<file path="src/dac_consts.svh">
`ifndef DAC_CONSTS_SVH
`define DAC_CONSTS_SVH

// Serial frame length in bits
`define DAC_FRAME_BITS 32

// Cycles the DAC clear line stays low after reset
`define DAC_CLR_CYCLES 40

// Ramp generator request period in clock cycles
`define RAMP_PERIOD 200

// Ramp increment per granted frame, wraps at 12 bits
`define RAMP_STEP 12'd64

// Accepted DAC commands
// Load input register only
`define CMD_WRITE 4'b0000
// Copy input register to output
`define CMD_UPDATE 4'b0001
// Load input and output at once
`define CMD_WRITE_UPDATE 4'b0011

// Channel addresses
`define ADDR_A 4'b0000
`define ADDR_B 4'b0001
`define ADDR_C 4'b0010
`define ADDR_D 4'b0011

// Broadcast to all four channels
`define ADDR_ALL 4'b1111

`endif
</file>
<file path="src/dacPkg.sv">
`default_nettype none

package dacPkg;

   `include "dac_consts.svh"

   // Field view of one DAC frame, MSB first on the wire
   typedef struct packed {
      // Leading don't-care byte
      logic [7:0]  padHi;
      logic [3:0]  cmd;
      logic [3:0]  addr;
      logic [11:0] data;
      // Trailing don't-care nibble
      logic [3:0]  padLo;
   } dacFields_s;

   // Same 32 bits seen as shift word or as decoded fields
   typedef union packed {
      logic [`DAC_FRAME_BITS-1:0] raw;
      dacFields_s                 f;
   } dacFrame_u;

endpackage

`default_nettype wire

</file>
<file path="src/dacSubsystem.sv">
`timescale 1ns/100ps
`default_nettype none

module dacSubsystem import dacPkg::*; (
   input  wire         DAC_CS,
   input  wire         arstN,
   input  wire         hostWr,
   input  wire  [3:0]  hostCmd,
   input  wire  [3:0]  hostAddr,
   input  wire  [11:0] hostData,
   output logic        hostBusy,
   input  wire         rampEn,
   input  wire  [3:0]  rampAddr,
   input  wire         errClr,
   output logic        dacReady,
   output logic [11:0] chanA,
   output logic [11:0] chanB,
   output logic [11:0] chanC,
   output logic [11:0] chanD,
   output logic        cmdErr,
   output logic        addrErr
);

   logic      dacClr;
   logic      rampReq;
   logic      rampGnt;
   dacFrame_u rampFrame;
   logic      sendBusy;
   logic      sendStart;
   dacFrame_u sendFrame;
   // Serial bus between sender and DAC model
   logic      spiSck;
   logic      spiCsN;
   logic      spiMosi;

   clearSequencer u_clearSequencer (
      .DAC_CS   (DAC_CS),
      .arstN    (arstN),
      .dacClr   (dacClr),
      .dacReady (dacReady)
   );

   rampGenerator u_rampGenerator (
      .DAC_CS    (DAC_CS),
      .arstN     (arstN),
      .rampEn    (rampEn),
      .rampAddr  (rampAddr),
      .rampGnt   (rampGnt),
      .rampReq   (rampReq),
      .rampFrame (rampFrame)
   );

   spiArbiter u_spiArbiter (
      .DAC_CS    (DAC_CS),
      .arstN     (arstN),
      .dacReady  (dacReady),
      .hostWr    (hostWr),
      .hostCmd   (hostCmd),
      .hostAddr  (hostAddr),
      .hostData  (hostData),
      .hostBusy  (hostBusy),
      .rampReq   (rampReq),
      .rampFrame (rampFrame),
      .rampGnt   (rampGnt),
      .sendBusy  (sendBusy),
      .sendStart (sendStart),
      .sendFrame (sendFrame)
   );

   spiFrameSender u_spiFrameSender (
      .DAC_CS    (DAC_CS),
      .arstN     (arstN),
      .sendStart (sendStart),
      .sendFrame (sendFrame),
      .sendBusy  (sendBusy),
      .spiSck    (spiSck),
      .spiCsN    (spiCsN),
      .spiMosi   (spiMosi)
   );

   // Receiver model of the DAC itself
   dacFrameReceiver u_dacFrameReceiver (
      .DAC_CS  (DAC_CS),
      .arstN   (arstN),
      .dacClr  (dacClr),
      .spiSck  (spiSck),
      .spiCsN  (spiCsN),
      .spiMosi (spiMosi),
      .errClr  (errClr),
      .chanA   (chanA),
      .chanB   (chanB),
      .chanC   (chanC),
      .chanD   (chanD),
      .cmdErr  (cmdErr),
      .addrErr (addrErr)
   );

endmodule

`default_nettype wire

</file>
<file path="src/dacFrameReceiver.sv">
`timescale 1ns/100ps
`default_nettype none

`include "dac_consts.svh"

module dacFrameReceiver import dacPkg::*; (
   input  wire         DAC_CS,
   input  wire         arstN,
   input  wire         dacClr,
   input  wire         spiSck,
   input  wire         spiCsN,
   input  wire         spiMosi,
   input  wire         errClr,
   output logic [11:0] chanA,
   output logic [11:0] chanB,
   output logic [11:0] chanC,
   output logic [11:0] chanD,
   output logic        cmdErr,
   output logic        addrErr
);

   // One extra bit so long frames stay distinguishable
   localparam int CntW = $clog2(`DAC_FRAME_BITS) + 1;

   logic            sckD;
   logic            csD;
   logic            sckRise;
   logic            csFall;
   logic            csRise;
   logic [CntW-1:0] bitCnt;
   dacFrame_u       rxFrame;
   logic            frameDone;
   logic            cmdOk;
   logic            addrOk;
   logic            doWrite;
   logic            doUpdate;
   logic [3:0]      chanSel;
   logic [11:0]     inReg [4];
   logic [11:0]     outReg [4];

   // Bus edge detection
   always_ff @(posedge DAC_CS or negedge arstN) begin
      if (!arstN) begin
         sckD <= 1'b0;
         csD  <= 1'b1;
      end else begin
         sckD <= spiSck;
         csD  <= spiCsN;
      end
   end

   assign sckRise = spiSck && !sckD;
   assign csFall  = !spiCsN && csD;
   assign csRise  = spiCsN && !csD;

   // Bit counter saturates instead of wrapping
   always_ff @(posedge DAC_CS or negedge arstN) begin
      if (!arstN) begin
         bitCnt <= '0;
      end else if (!dacClr || csFall) begin
         bitCnt <= '0;
      end else if (sckRise && !spiCsN && bitCnt != '1) begin
         bitCnt <= bitCnt + 1'b1;
      end
   end

   // Shift in MOSI on each clock rise
   always_ff @(posedge DAC_CS) begin
      if (!dacClr || csFall) begin
         rxFrame.raw <= '0;
      end else if (sckRise && !spiCsN) begin
         rxFrame.raw <= {rxFrame.raw[`DAC_FRAME_BITS-2:0], spiMosi};
      end
   end

   // Only a full 32-bit frame is ever applied
   assign frameDone = csRise && dacClr && (bitCnt == CntW'(`DAC_FRAME_BITS));

   // Command and address decode
   always_comb begin
      doWrite  = 1'b0;
      doUpdate = 1'b0;
      cmdOk    = 1'b1;
      case (rxFrame.f.cmd)
         `CMD_WRITE:  doWrite = 1'b1;
         `CMD_UPDATE: doUpdate = 1'b1;
         `CMD_WRITE_UPDATE: begin
            doWrite  = 1'b1;
            doUpdate = 1'b1;
         end
         // Power-down and the rest land here
         default: cmdOk = 1'b0;
      endcase
      addrOk  = 1'b1;
      chanSel = 4'b0000;
      case (rxFrame.f.addr)
         `ADDR_A:   chanSel = 4'b0001;
         `ADDR_B:   chanSel = 4'b0010;
         `ADDR_C:   chanSel = 4'b0100;
         `ADDR_D:   chanSel = 4'b1000;
         `ADDR_ALL: chanSel = 4'b1111;
         default:   addrOk = 1'b0;
      endcase
   end

   // Input and output channel registers
   always_ff @(posedge DAC_CS or negedge arstN) begin
      if (!arstN) begin
         for (int i = 0; i < 4; i++) begin
            inReg[i]  <= '0;
            outReg[i] <= '0;
         end
      end else if (!dacClr) begin
         for (int i = 0; i < 4; i++) begin
            inReg[i]  <= '0;
            outReg[i] <= '0;
         end
      end else if (frameDone && cmdOk && addrOk) begin
         for (int i = 0; i < 4; i++) begin
            if (chanSel[i]) begin
               if (doWrite) begin
                  inReg[i] <= rxFrame.f.data;
               end
               // Write-and-update bypasses the old input value
               if (doUpdate) begin
                  outReg[i] <= doWrite ? rxFrame.f.data : inReg[i];
               end
            end
         end
      end
   end

   // Sticky error flags, a new error wins over errClr
   always_ff @(posedge DAC_CS or negedge arstN) begin
      if (!arstN) begin
         cmdErr  <= 1'b0;
         addrErr <= 1'b0;
      end else begin
         if (errClr) begin
            cmdErr  <= 1'b0;
            addrErr <= 1'b0;
         end
         if (frameDone && !cmdOk) begin
            cmdErr <= 1'b1;
         end
         if (frameDone && !addrOk) begin
            addrErr <= 1'b1;
         end
      end
   end

   assign chanA = outReg[0];
   assign chanB = outReg[1];
   assign chanC = outReg[2];
   assign chanD = outReg[3];

endmodule

`default_nettype wire

</file>
<file path="src/spiFrameSender.sv">
`timescale 1ns/100ps
`default_nettype none

`include "dac_consts.svh"

module spiFrameSender import dacPkg::*; (
   input  wire        DAC_CS,
   input  wire        arstN,
   input  wire        sendStart,
   input  dacFrame_u  sendFrame,
   output logic       sendBusy,
   output logic       spiSck,
   output logic       spiCsN,
   output logic       spiMosi
);

   localparam int BitW = $clog2(`DAC_FRAME_BITS);

   logic [`DAC_FRAME_BITS-1:0] shiftReg;
   logic [BitW-1:0]            bitCnt;
   logic                       lastBit;

   assign lastBit = (bitCnt == BitW'(`DAC_FRAME_BITS - 1));

   // Busy exactly while select is low
   assign sendBusy = !spiCsN;

   // Data line parked low outside a frame
   assign spiMosi = !spiCsN && shiftReg[`DAC_FRAME_BITS-1];

   // Data path, MSB first
   always_ff @(posedge DAC_CS) begin
      if (sendStart && spiCsN) begin
         shiftReg <= sendFrame.raw;
      end else if (!spiCsN && spiSck && !lastBit) begin
         // Next bit appears while clock goes low
         shiftReg <= {shiftReg[`DAC_FRAME_BITS-2:0], 1'b0};
      end
   end

   // Select, clock and bit count
   always_ff @(posedge DAC_CS or negedge arstN) begin
      if (!arstN) begin
         spiCsN <= 1'b1;
         spiSck <= 1'b0;
         bitCnt <= '0;
      end else if (spiCsN) begin
         spiSck <= 1'b0;
         if (sendStart) begin
            spiCsN <= 1'b0;
            bitCnt <= '0;
         end
      end else if (!spiSck) begin
         // Low half of the bit
         spiSck <= 1'b1;
      end else begin
         spiSck <= 1'b0;
         if (lastBit) begin
            // Frame complete, release the bus
            spiCsN <= 1'b1;
         end else begin
            bitCnt <= bitCnt + 1'b1;
         end
      end
   end

endmodule

`default_nettype wire

</file>
<file path="src/spiArbiter.sv">
`timescale 1ns/100ps
`default_nettype none

module spiArbiter import dacPkg::*; (
   input  wire         DAC_CS,
   input  wire         arstN,
   input  wire         dacReady,
   input  wire         hostWr,
   input  wire  [3:0]  hostCmd,
   input  wire  [3:0]  hostAddr,
   input  wire  [11:0] hostData,
   output logic        hostBusy,
   input  wire         rampReq,
   input  dacFrame_u   rampFrame,
   output logic        rampGnt,
   input  wire         sendBusy,
   output logic        sendStart,
   output dacFrame_u   sendFrame
);

   dacFrame_u hostFrame;
   // Host frame already handed to the sender
   logic      hostInFlight;
   // Round-robin state, set when the host won last
   logic      lastHost;
   logic      sendBusyD;
   logic      hostReq;
   logic      canGrant;
   logic      pickHost;
   logic      pickRamp;

   assign hostReq  = hostBusy && !hostInFlight;
   // sendStart guards the cycle before sendBusy rises
   assign canGrant = dacReady && !sendBusy && !sendStart;
   assign pickHost = canGrant && hostReq && (!rampReq || !lastHost);
   assign pickRamp = canGrant && rampReq && (!hostReq || lastHost);

   // Capture host request, strobes while busy are dropped
   always_ff @(posedge DAC_CS) begin
      if (hostWr && !hostBusy) begin
         hostFrame.f.padHi <= '0;
         hostFrame.f.cmd   <= hostCmd;
         hostFrame.f.addr  <= hostAddr;
         hostFrame.f.data  <= hostData;
         hostFrame.f.padLo <= '0;
      end
   end

   // Frame towards the sender
   always_ff @(posedge DAC_CS) begin
      if (pickHost) begin
         sendFrame <= hostFrame;
      end else if (pickRamp) begin
         sendFrame <= rampFrame;
      end
   end

   always_ff @(posedge DAC_CS or negedge arstN) begin
      if (!arstN) begin
         hostBusy     <= 1'b0;
         hostInFlight <= 1'b0;
         lastHost     <= 1'b0;
         sendBusyD    <= 1'b0;
         sendStart    <= 1'b0;
         rampGnt      <= 1'b0;
      end else begin
         sendBusyD <= sendBusy;
         sendStart <= pickHost || pickRamp;
         rampGnt   <= pickRamp;
         if (pickHost || pickRamp) begin
            lastHost <= pickHost;
         end
         if (hostWr && !hostBusy) begin
            hostBusy <= 1'b1;
         end
         if (pickHost) begin
            hostInFlight <= 1'b1;
         end else if (hostInFlight && sendBusyD && !sendBusy) begin
            // Host frame has left the sender
            hostInFlight <= 1'b0;
            hostBusy     <= 1'b0;
         end
      end
   end

endmodule

`default_nettype wire

</file>
<file path="src/rampGenerator.sv">
`timescale 1ns/100ps
`default_nettype none

`include "dac_consts.svh"

module rampGenerator import dacPkg::*; (
   input  wire        DAC_CS,
   input  wire        arstN,
   input  wire        rampEn,
   input  wire  [3:0] rampAddr,
   input  wire        rampGnt,
   output logic       rampReq,
   output dacFrame_u  rampFrame
);

   localparam int PerW = $clog2(`RAMP_PERIOD);

   logic [PerW-1:0] periodCnt;
   // Last value that went out on the bus
   logic [11:0]     rampValue;
   logic            periodEnd;

   assign periodEnd = (periodCnt == PerW'(`RAMP_PERIOD - 1));

   // Free-running period counter, idle while disabled
   always_ff @(posedge DAC_CS or negedge arstN) begin
      if (!arstN) begin
         periodCnt <= '0;
      end else if (!rampEn || periodEnd) begin
         periodCnt <= '0;
      end else begin
         periodCnt <= periodCnt + 1'b1;
      end
   end

   // Request level held until granted
   // A new period wins over a grant in the same cycle
   always_ff @(posedge DAC_CS or negedge arstN) begin
      if (!arstN) begin
         rampReq   <= 1'b0;
         rampValue <= '0;
      end else begin
         if (rampGnt) begin
            rampValue <= rampValue + `RAMP_STEP;
         end
         if (rampEn && periodEnd) begin
            rampReq <= 1'b1;
         end else if (rampGnt) begin
            rampReq <= 1'b0;
         end
      end
   end

   // Frame always carries the next ramp step
   always_comb begin
      rampFrame        = '0;
      rampFrame.f.cmd  = `CMD_WRITE_UPDATE;
      rampFrame.f.addr = rampAddr;
      rampFrame.f.data = rampValue + `RAMP_STEP;
   end

endmodule

`default_nettype wire

</file>
<file path="src/clearSequencer.sv">
`timescale 1ns/100ps
`default_nettype none

`include "dac_consts.svh"

module clearSequencer (
   input  wire  DAC_CS,
   input  wire  arstN,
   output logic dacClr,
   output logic dacReady
);

   localparam int CntW = $clog2(`DAC_CLR_CYCLES);

   logic [CntW-1:0] clrCnt;

   // Hold the DAC in clear until the count expires
   always_ff @(posedge DAC_CS or negedge arstN) begin
      if (!arstN) begin
         clrCnt   <= '0;
         dacClr   <= 1'b0;
         dacReady <= 1'b0;
      end else if (!dacReady) begin
         if (clrCnt == CntW'(`DAC_CLR_CYCLES - 1)) begin
            // Release clear, bus may now be used
            dacClr   <= 1'b1;
            dacReady <= 1'b1;
         end else begin
            clrCnt <= clrCnt + 1'b1;
         end
      end
   end

endmodule

`default_nettype wire

</file>
<file path="config.mk">
export PLATFORM = sky130hd
export DESIGN_NAME = dacSubsystem
export DESIGN_NICKNAME = d
export VERILOG_FILES = /design/src/dacPkg.sv /design/src/dacSubsystem.sv /design/src/dacFrameReceiver.sv /design/src/spiFrameSender.sv /design/src/spiArbiter.sv /design/src/rampGenerator.sv /design/src/clearSequencer.sv
export VERILOG_INCLUDE_DIRS = /design/src /design/src/src
export SDC_FILE = /design/constraint.sdc
export NUM_CORES = 1
export LEC_CHECK = 0
export BUFFER_PORTS_ARGS = -buffer_cell sky130_fd_sc_hd__buf_2
export CAP_MARGIN = 20
export CORE_AREA = 2 2 188 190
export CTS_CLUSTER_DIAMETER = 80
export DETAILED_ROUTE_END_ITERATION = 10
export DIE_AREA = 0 0 190 192
export PLACE_DENSITY = 0.45
export SLEW_MARGIN = 5
export SYNTH_ARGS = -nofsm -noshare
export SYNTH_HDL_FRONTEND = slang
export SYNTH_SLANG_ARGS = --single-unit
</file>
<file path="constraint.sdc">
create_clock -name DAC_CS -period 2.5 [get_ports DAC_CS]
set_input_delay 0.25 -clock DAC_CS [delete_from_list [all_inputs] [get_ports DAC_CS]]
set_output_delay 0.25 -clock DAC_CS [all_outputs]
set_load 0.1 [all_outputs]
</file>
==> run_results.csv <==
group,metric,value,unit
sta,post-route-period-util,80.5,%
worst_setup_path,critical_path_class,"reg -> reg",
sta,setup_viol,0,
synth,synth_cells,826,
detailed_routing,ant_nets,0,
finish,areaGrowthSynthToFinish,21.0,%
placed_design,place_hpwl,15.5,mm
worst_setup_path,worstPathCellList,"ha_1 > and3_1 > ha_1 > inv_1 > nand3_1 > nand2_1 > buf_4",
synth,ys.flop_type,"dfrtp_1",
worst_setup_path,critPathTopFamily,"simple AND/OR/NAND/NOR gates",
clock_network,clk_latency,0.53,ns
clock_network,cts_tree,"done",
synth,syn_area,9890,µm²
detailed_routing,finalWirelength,23.6,mm
finish,layout.nets,968,
clock_network,clock_sinks,234,
detailed_routing,drc,0,
worst_setup_path,path_common_cell,"ha_1",
pwr,switching_power,1.62,mW
worst_setup_path,critPathSlowestCell,"dfrtp_1",
sta,tns,0,ns
synth,yosysSeqAreaShare,61.4,%
synth,yosys_warnings,0,
worst_setup_path,crit_required,2.68,ns
synth,synth_cell_type_count,67,
clock_network,cts.path.max_buffers,3,
finish,multi_input_area,3470,µm²
sta,fin_hold_ws,0.0828,ns
detailed_routing,num_vias,6682,
synth,synth-edff-count,68,
finish,seq_area,6080,µm²
worst_setup_path,cp.arrival,2.19,ns
synth,synth_fp_nets,862,
global_routing,grt_pass1_vias,6541,
global_routing,grt_max_degree,63,
sta,relSlewSlack,57.1,%
global_routing,grt_usage,13.1,%
pwr,switching_share,20.7,%
detailed_routing,viasPerCell,4.75,
pwr,power.density,653,nW/µm²
detailed_routing,first_pass_iters,5,
clock_network,numCtsBuffers,27,
sta,grt_setup_unrepaired,"false",
floorplanning,die_y,192,µm
sta,min_period,2.01,ns
pwr,comb_power_share,1.5,%
clock_network,htreeDepth,1,
placed_design,io_buffers,80,
sta,fin_worst_skew,0.0181,ns
global_routing,antenna_found_initial,0,
clock_network,cts_root_buf,"clkbuf_16",
floorplanning,start_util,28.8,%
floorplanning,die_x,190,µm
worst_setup_path,path_buf_inv,2,
finish,mostFrequentLayoutCells,"dfrtp_1 (140), nand2_1 (92), a21oi_1 (89)",
finish,num_antenna_cells,0,
detailed_routing,first_iter_violations,477,
status,status,"complete, no violations",
global_routing,grt_pass1_wl,38.0,mm
synth,ys_seq_elements,234,
worst_setup_path,critical_path_peak_fanout,28,
floorplanning,core_area,34300,µm²
clock_network,post_cts_buffers,0,
pwr,pwr-share-seq,50.3,%
pwr,clkPwrFrac,48.2,%
placed_design,dp.cells,1331,
synth,avgSynthCellArea,12.0,µm²
job,cap_viol_max_count,0,
finish,mostFrequentLayoutCell,"dfrtp_1",
finish,instances_no_fill,1407,
placed_design,place_congestion,0.760,
floorplanning,die_area,36500,µm²
sta,hold_violations,0,
worst_setup_path,worst_setup_path_start_kind,"register",
sta,fmax,497,MHz
pwr,peakVddDrop,0.461,mV
sta,tightest_slew,0.643,ns
finish,drive_gt1_share,21.3,%
finish,fin_util,34.9,%
floorplanning,ios,81,
pwr,intPower,6.20,mW
clock_network,cts.reportedPaths.clkPinSlew,0.06,ns
global_routing,grt_remaining_overflow,0,
sta,slew_violations,0,
floorplanning,rows,68,
worst_setup_path,cp_slowest_stage_delay,0.40,ns
worst_hold_path,min_path_type,"in -> reg",
finish,num-fill-cells,3390,
synth,async_reset_ff_share,60.7,%
detailed_routing,wl_per_cell,16.8,µm
worst_setup_path,cp-end-kind,"register",
pwr,power.static_leakage,5.03,nW
-- metal layers --
metal  GRT usage, %  share of wire (%)  vias to the layer above
met5              0                  0                        -
met1           18.6                 48                     3258
met3           2.08                4.3                       36
li1               -                  -                     3233
met2           20.8                 45                      155
met4           3.16                2.2                        0
-- power groups by stage --
stage | clock network (mW) | logic [mW] | registers [mW]
2_1_floorplan | 0 | 0.0108 | 4.00
3_3_place_gp | 0 | 0.0939 | 4.00
3_5_place_dp | 0 | 0.0937 | 4.00
4_1_cts | 3.90 | 0.126 | 3.93
5_1_grt | 4.07 | 0.139 | 3.93
6_report | 3.76 | 0.120 | 3.93
-- logic make-up after synthesis --
logic type,count (synthesis),share of synthesized area (%)
DFF,234,61.4
and+or+nand+nor,227,11.9
AOI/OAI and AO/OA,222,15.8
buffers and inverters,76,3.59
muxes,31,3.78
xor gates and xnor gates,29,2.64
adders and majority gates,7,0.885
-- cell usage after synthesis, types with 3 or more instances --
master / n / area share [%]
a21oi_1: 89 / 4.5
o31ai_1: 13 / 0.99
buf_2: 20 / 1.0
inv_1: 13 / 0.49
a22o_1: 33 / 2.9
nand2b_1: 5 / 0.32
o21ai_1: 4 / 0.20
buf_4: 4 / 0.30
xor2_1: 16 / 1.4
edfxtp_1: 68 / 21
and3_1: 22 / 1.4
and2_1: 19 / 1.2
dfxtp_1: 24 / 4.9
clkbuf_1: 32 / 1.2
mux2_4: 7 / 1.1
o31a_1: 3 / 0.27
mux2_2: 23 / 2.6
nand4_1: 24 / 1.5
nor2_1: 18 / 0.68
o2bb2ai_1: 36 / 3.2
o21ai_0: 19 / 0.96
nand3_1: 25 / 1.3
o22ai_1: 3 / 0.19
ha_1: 7 / 0.89
buf_6: 4 / 0.46
nand2_1: 92 / 3.5
dfrtp_1: 140 / 35
xnor2_1: 12 / 1.1
-- sequential cells by signal, summed over array words and instances, names as in the netlist, 5 cells and up --
register / flops
u_rampGenerator.periodCnt: 8
u_dacFrameReceiver.chanC: 12
u_spiFrameSender.bitCnt: 5
u_dacFrameReceiver.bitCnt: 6
u_spiFrameSender.shiftReg: 28
u_dacFrameReceiver.chanD: 12
u_dacFrameReceiver.chanB: 12
u_dacFrameReceiver.chanA: 12
u_clearSequencer.clrCnt: 6
u_spiArbiter.hostFrame: 20
u_rampGenerator.rampValue: 6
u_dacFrameReceiver.inReg: 48
u_dacFrameReceiver.rxFrame: 24
u_spiArbiter.sendFrame: 20
-- through the flow --
stage / area [µm²] / power (mW) / setup slack, ns
2_1_floorplan: 9890 / 4.01 / 0.0247
3_3_place_gp: 10900 / 4.10 / 0.460
3_5_place_dp: 10900 / 4.10 / 0.486
4_1_cts: 12000 / 7.96 / 0.464
5_1_grt: 12000 / 8.14 / 0.279
6_report: 12000 / 7.81 / 0.487
-- final timing paths --
path,startpoint,end,slack (ns),cells after the start
min reg2reg,u_dacFrameReceiver.rxFrame[3]$_SDFFE_PN0P_,u_dacFrameReceiver.rxFrame[4]$_SDFFE_PN0P_,0.45,2
min,errClr,u_dacFrameReceiver.addrErr$_DFFE_PN0P_,0.08,3
max reg2reg,u_spiFrameSender.bitCnt[0]$_DFFE_PN0P_,u_spiFrameSender.shiftReg[20]$_DFFE_PP_,0.49,7
min in group asynchronous,arstN,u_dacFrameReceiver.chanB[9]$_DFFE_PN0P_,0.28,2
max,u_spiFrameSender.bitCnt[0]$_DFFE_PN0P_,u_spiFrameSender.shiftReg[20]$_DFFE_PP_,0.49,7
max in group asynchronous,arstN,u_dacFrameReceiver.csD$_DFF_PN1_,1.46,3
-- layout make-up --
type                       instances  share of cell area, %
clock buffer                      38                   6.34
clock inverter                    11                  0.732
multi-input combinational        516                   29.0
tap                              455                   4.76
timing repair buffer             139                   7.98
inverter                          14                  0.439
sequential                       234                   50.8
-- worst reg2reg max path: cells and delay by family (launching register included) --
kind | cells | cell delay [ns]
buffers and inverters | 2 | 0.40
and+or+nand+nor | 3 | 0.44
DFF | 1 | 0.40
adders and majority gates | 2 | 0.41
-- timing repair --
item,4_1_cts,5_1_grt
hold buffers,27,0
hold endpoints to repair,87,0
gates resized for setup,0,0
No activity file was read; power rests on OpenSTA's default activity.
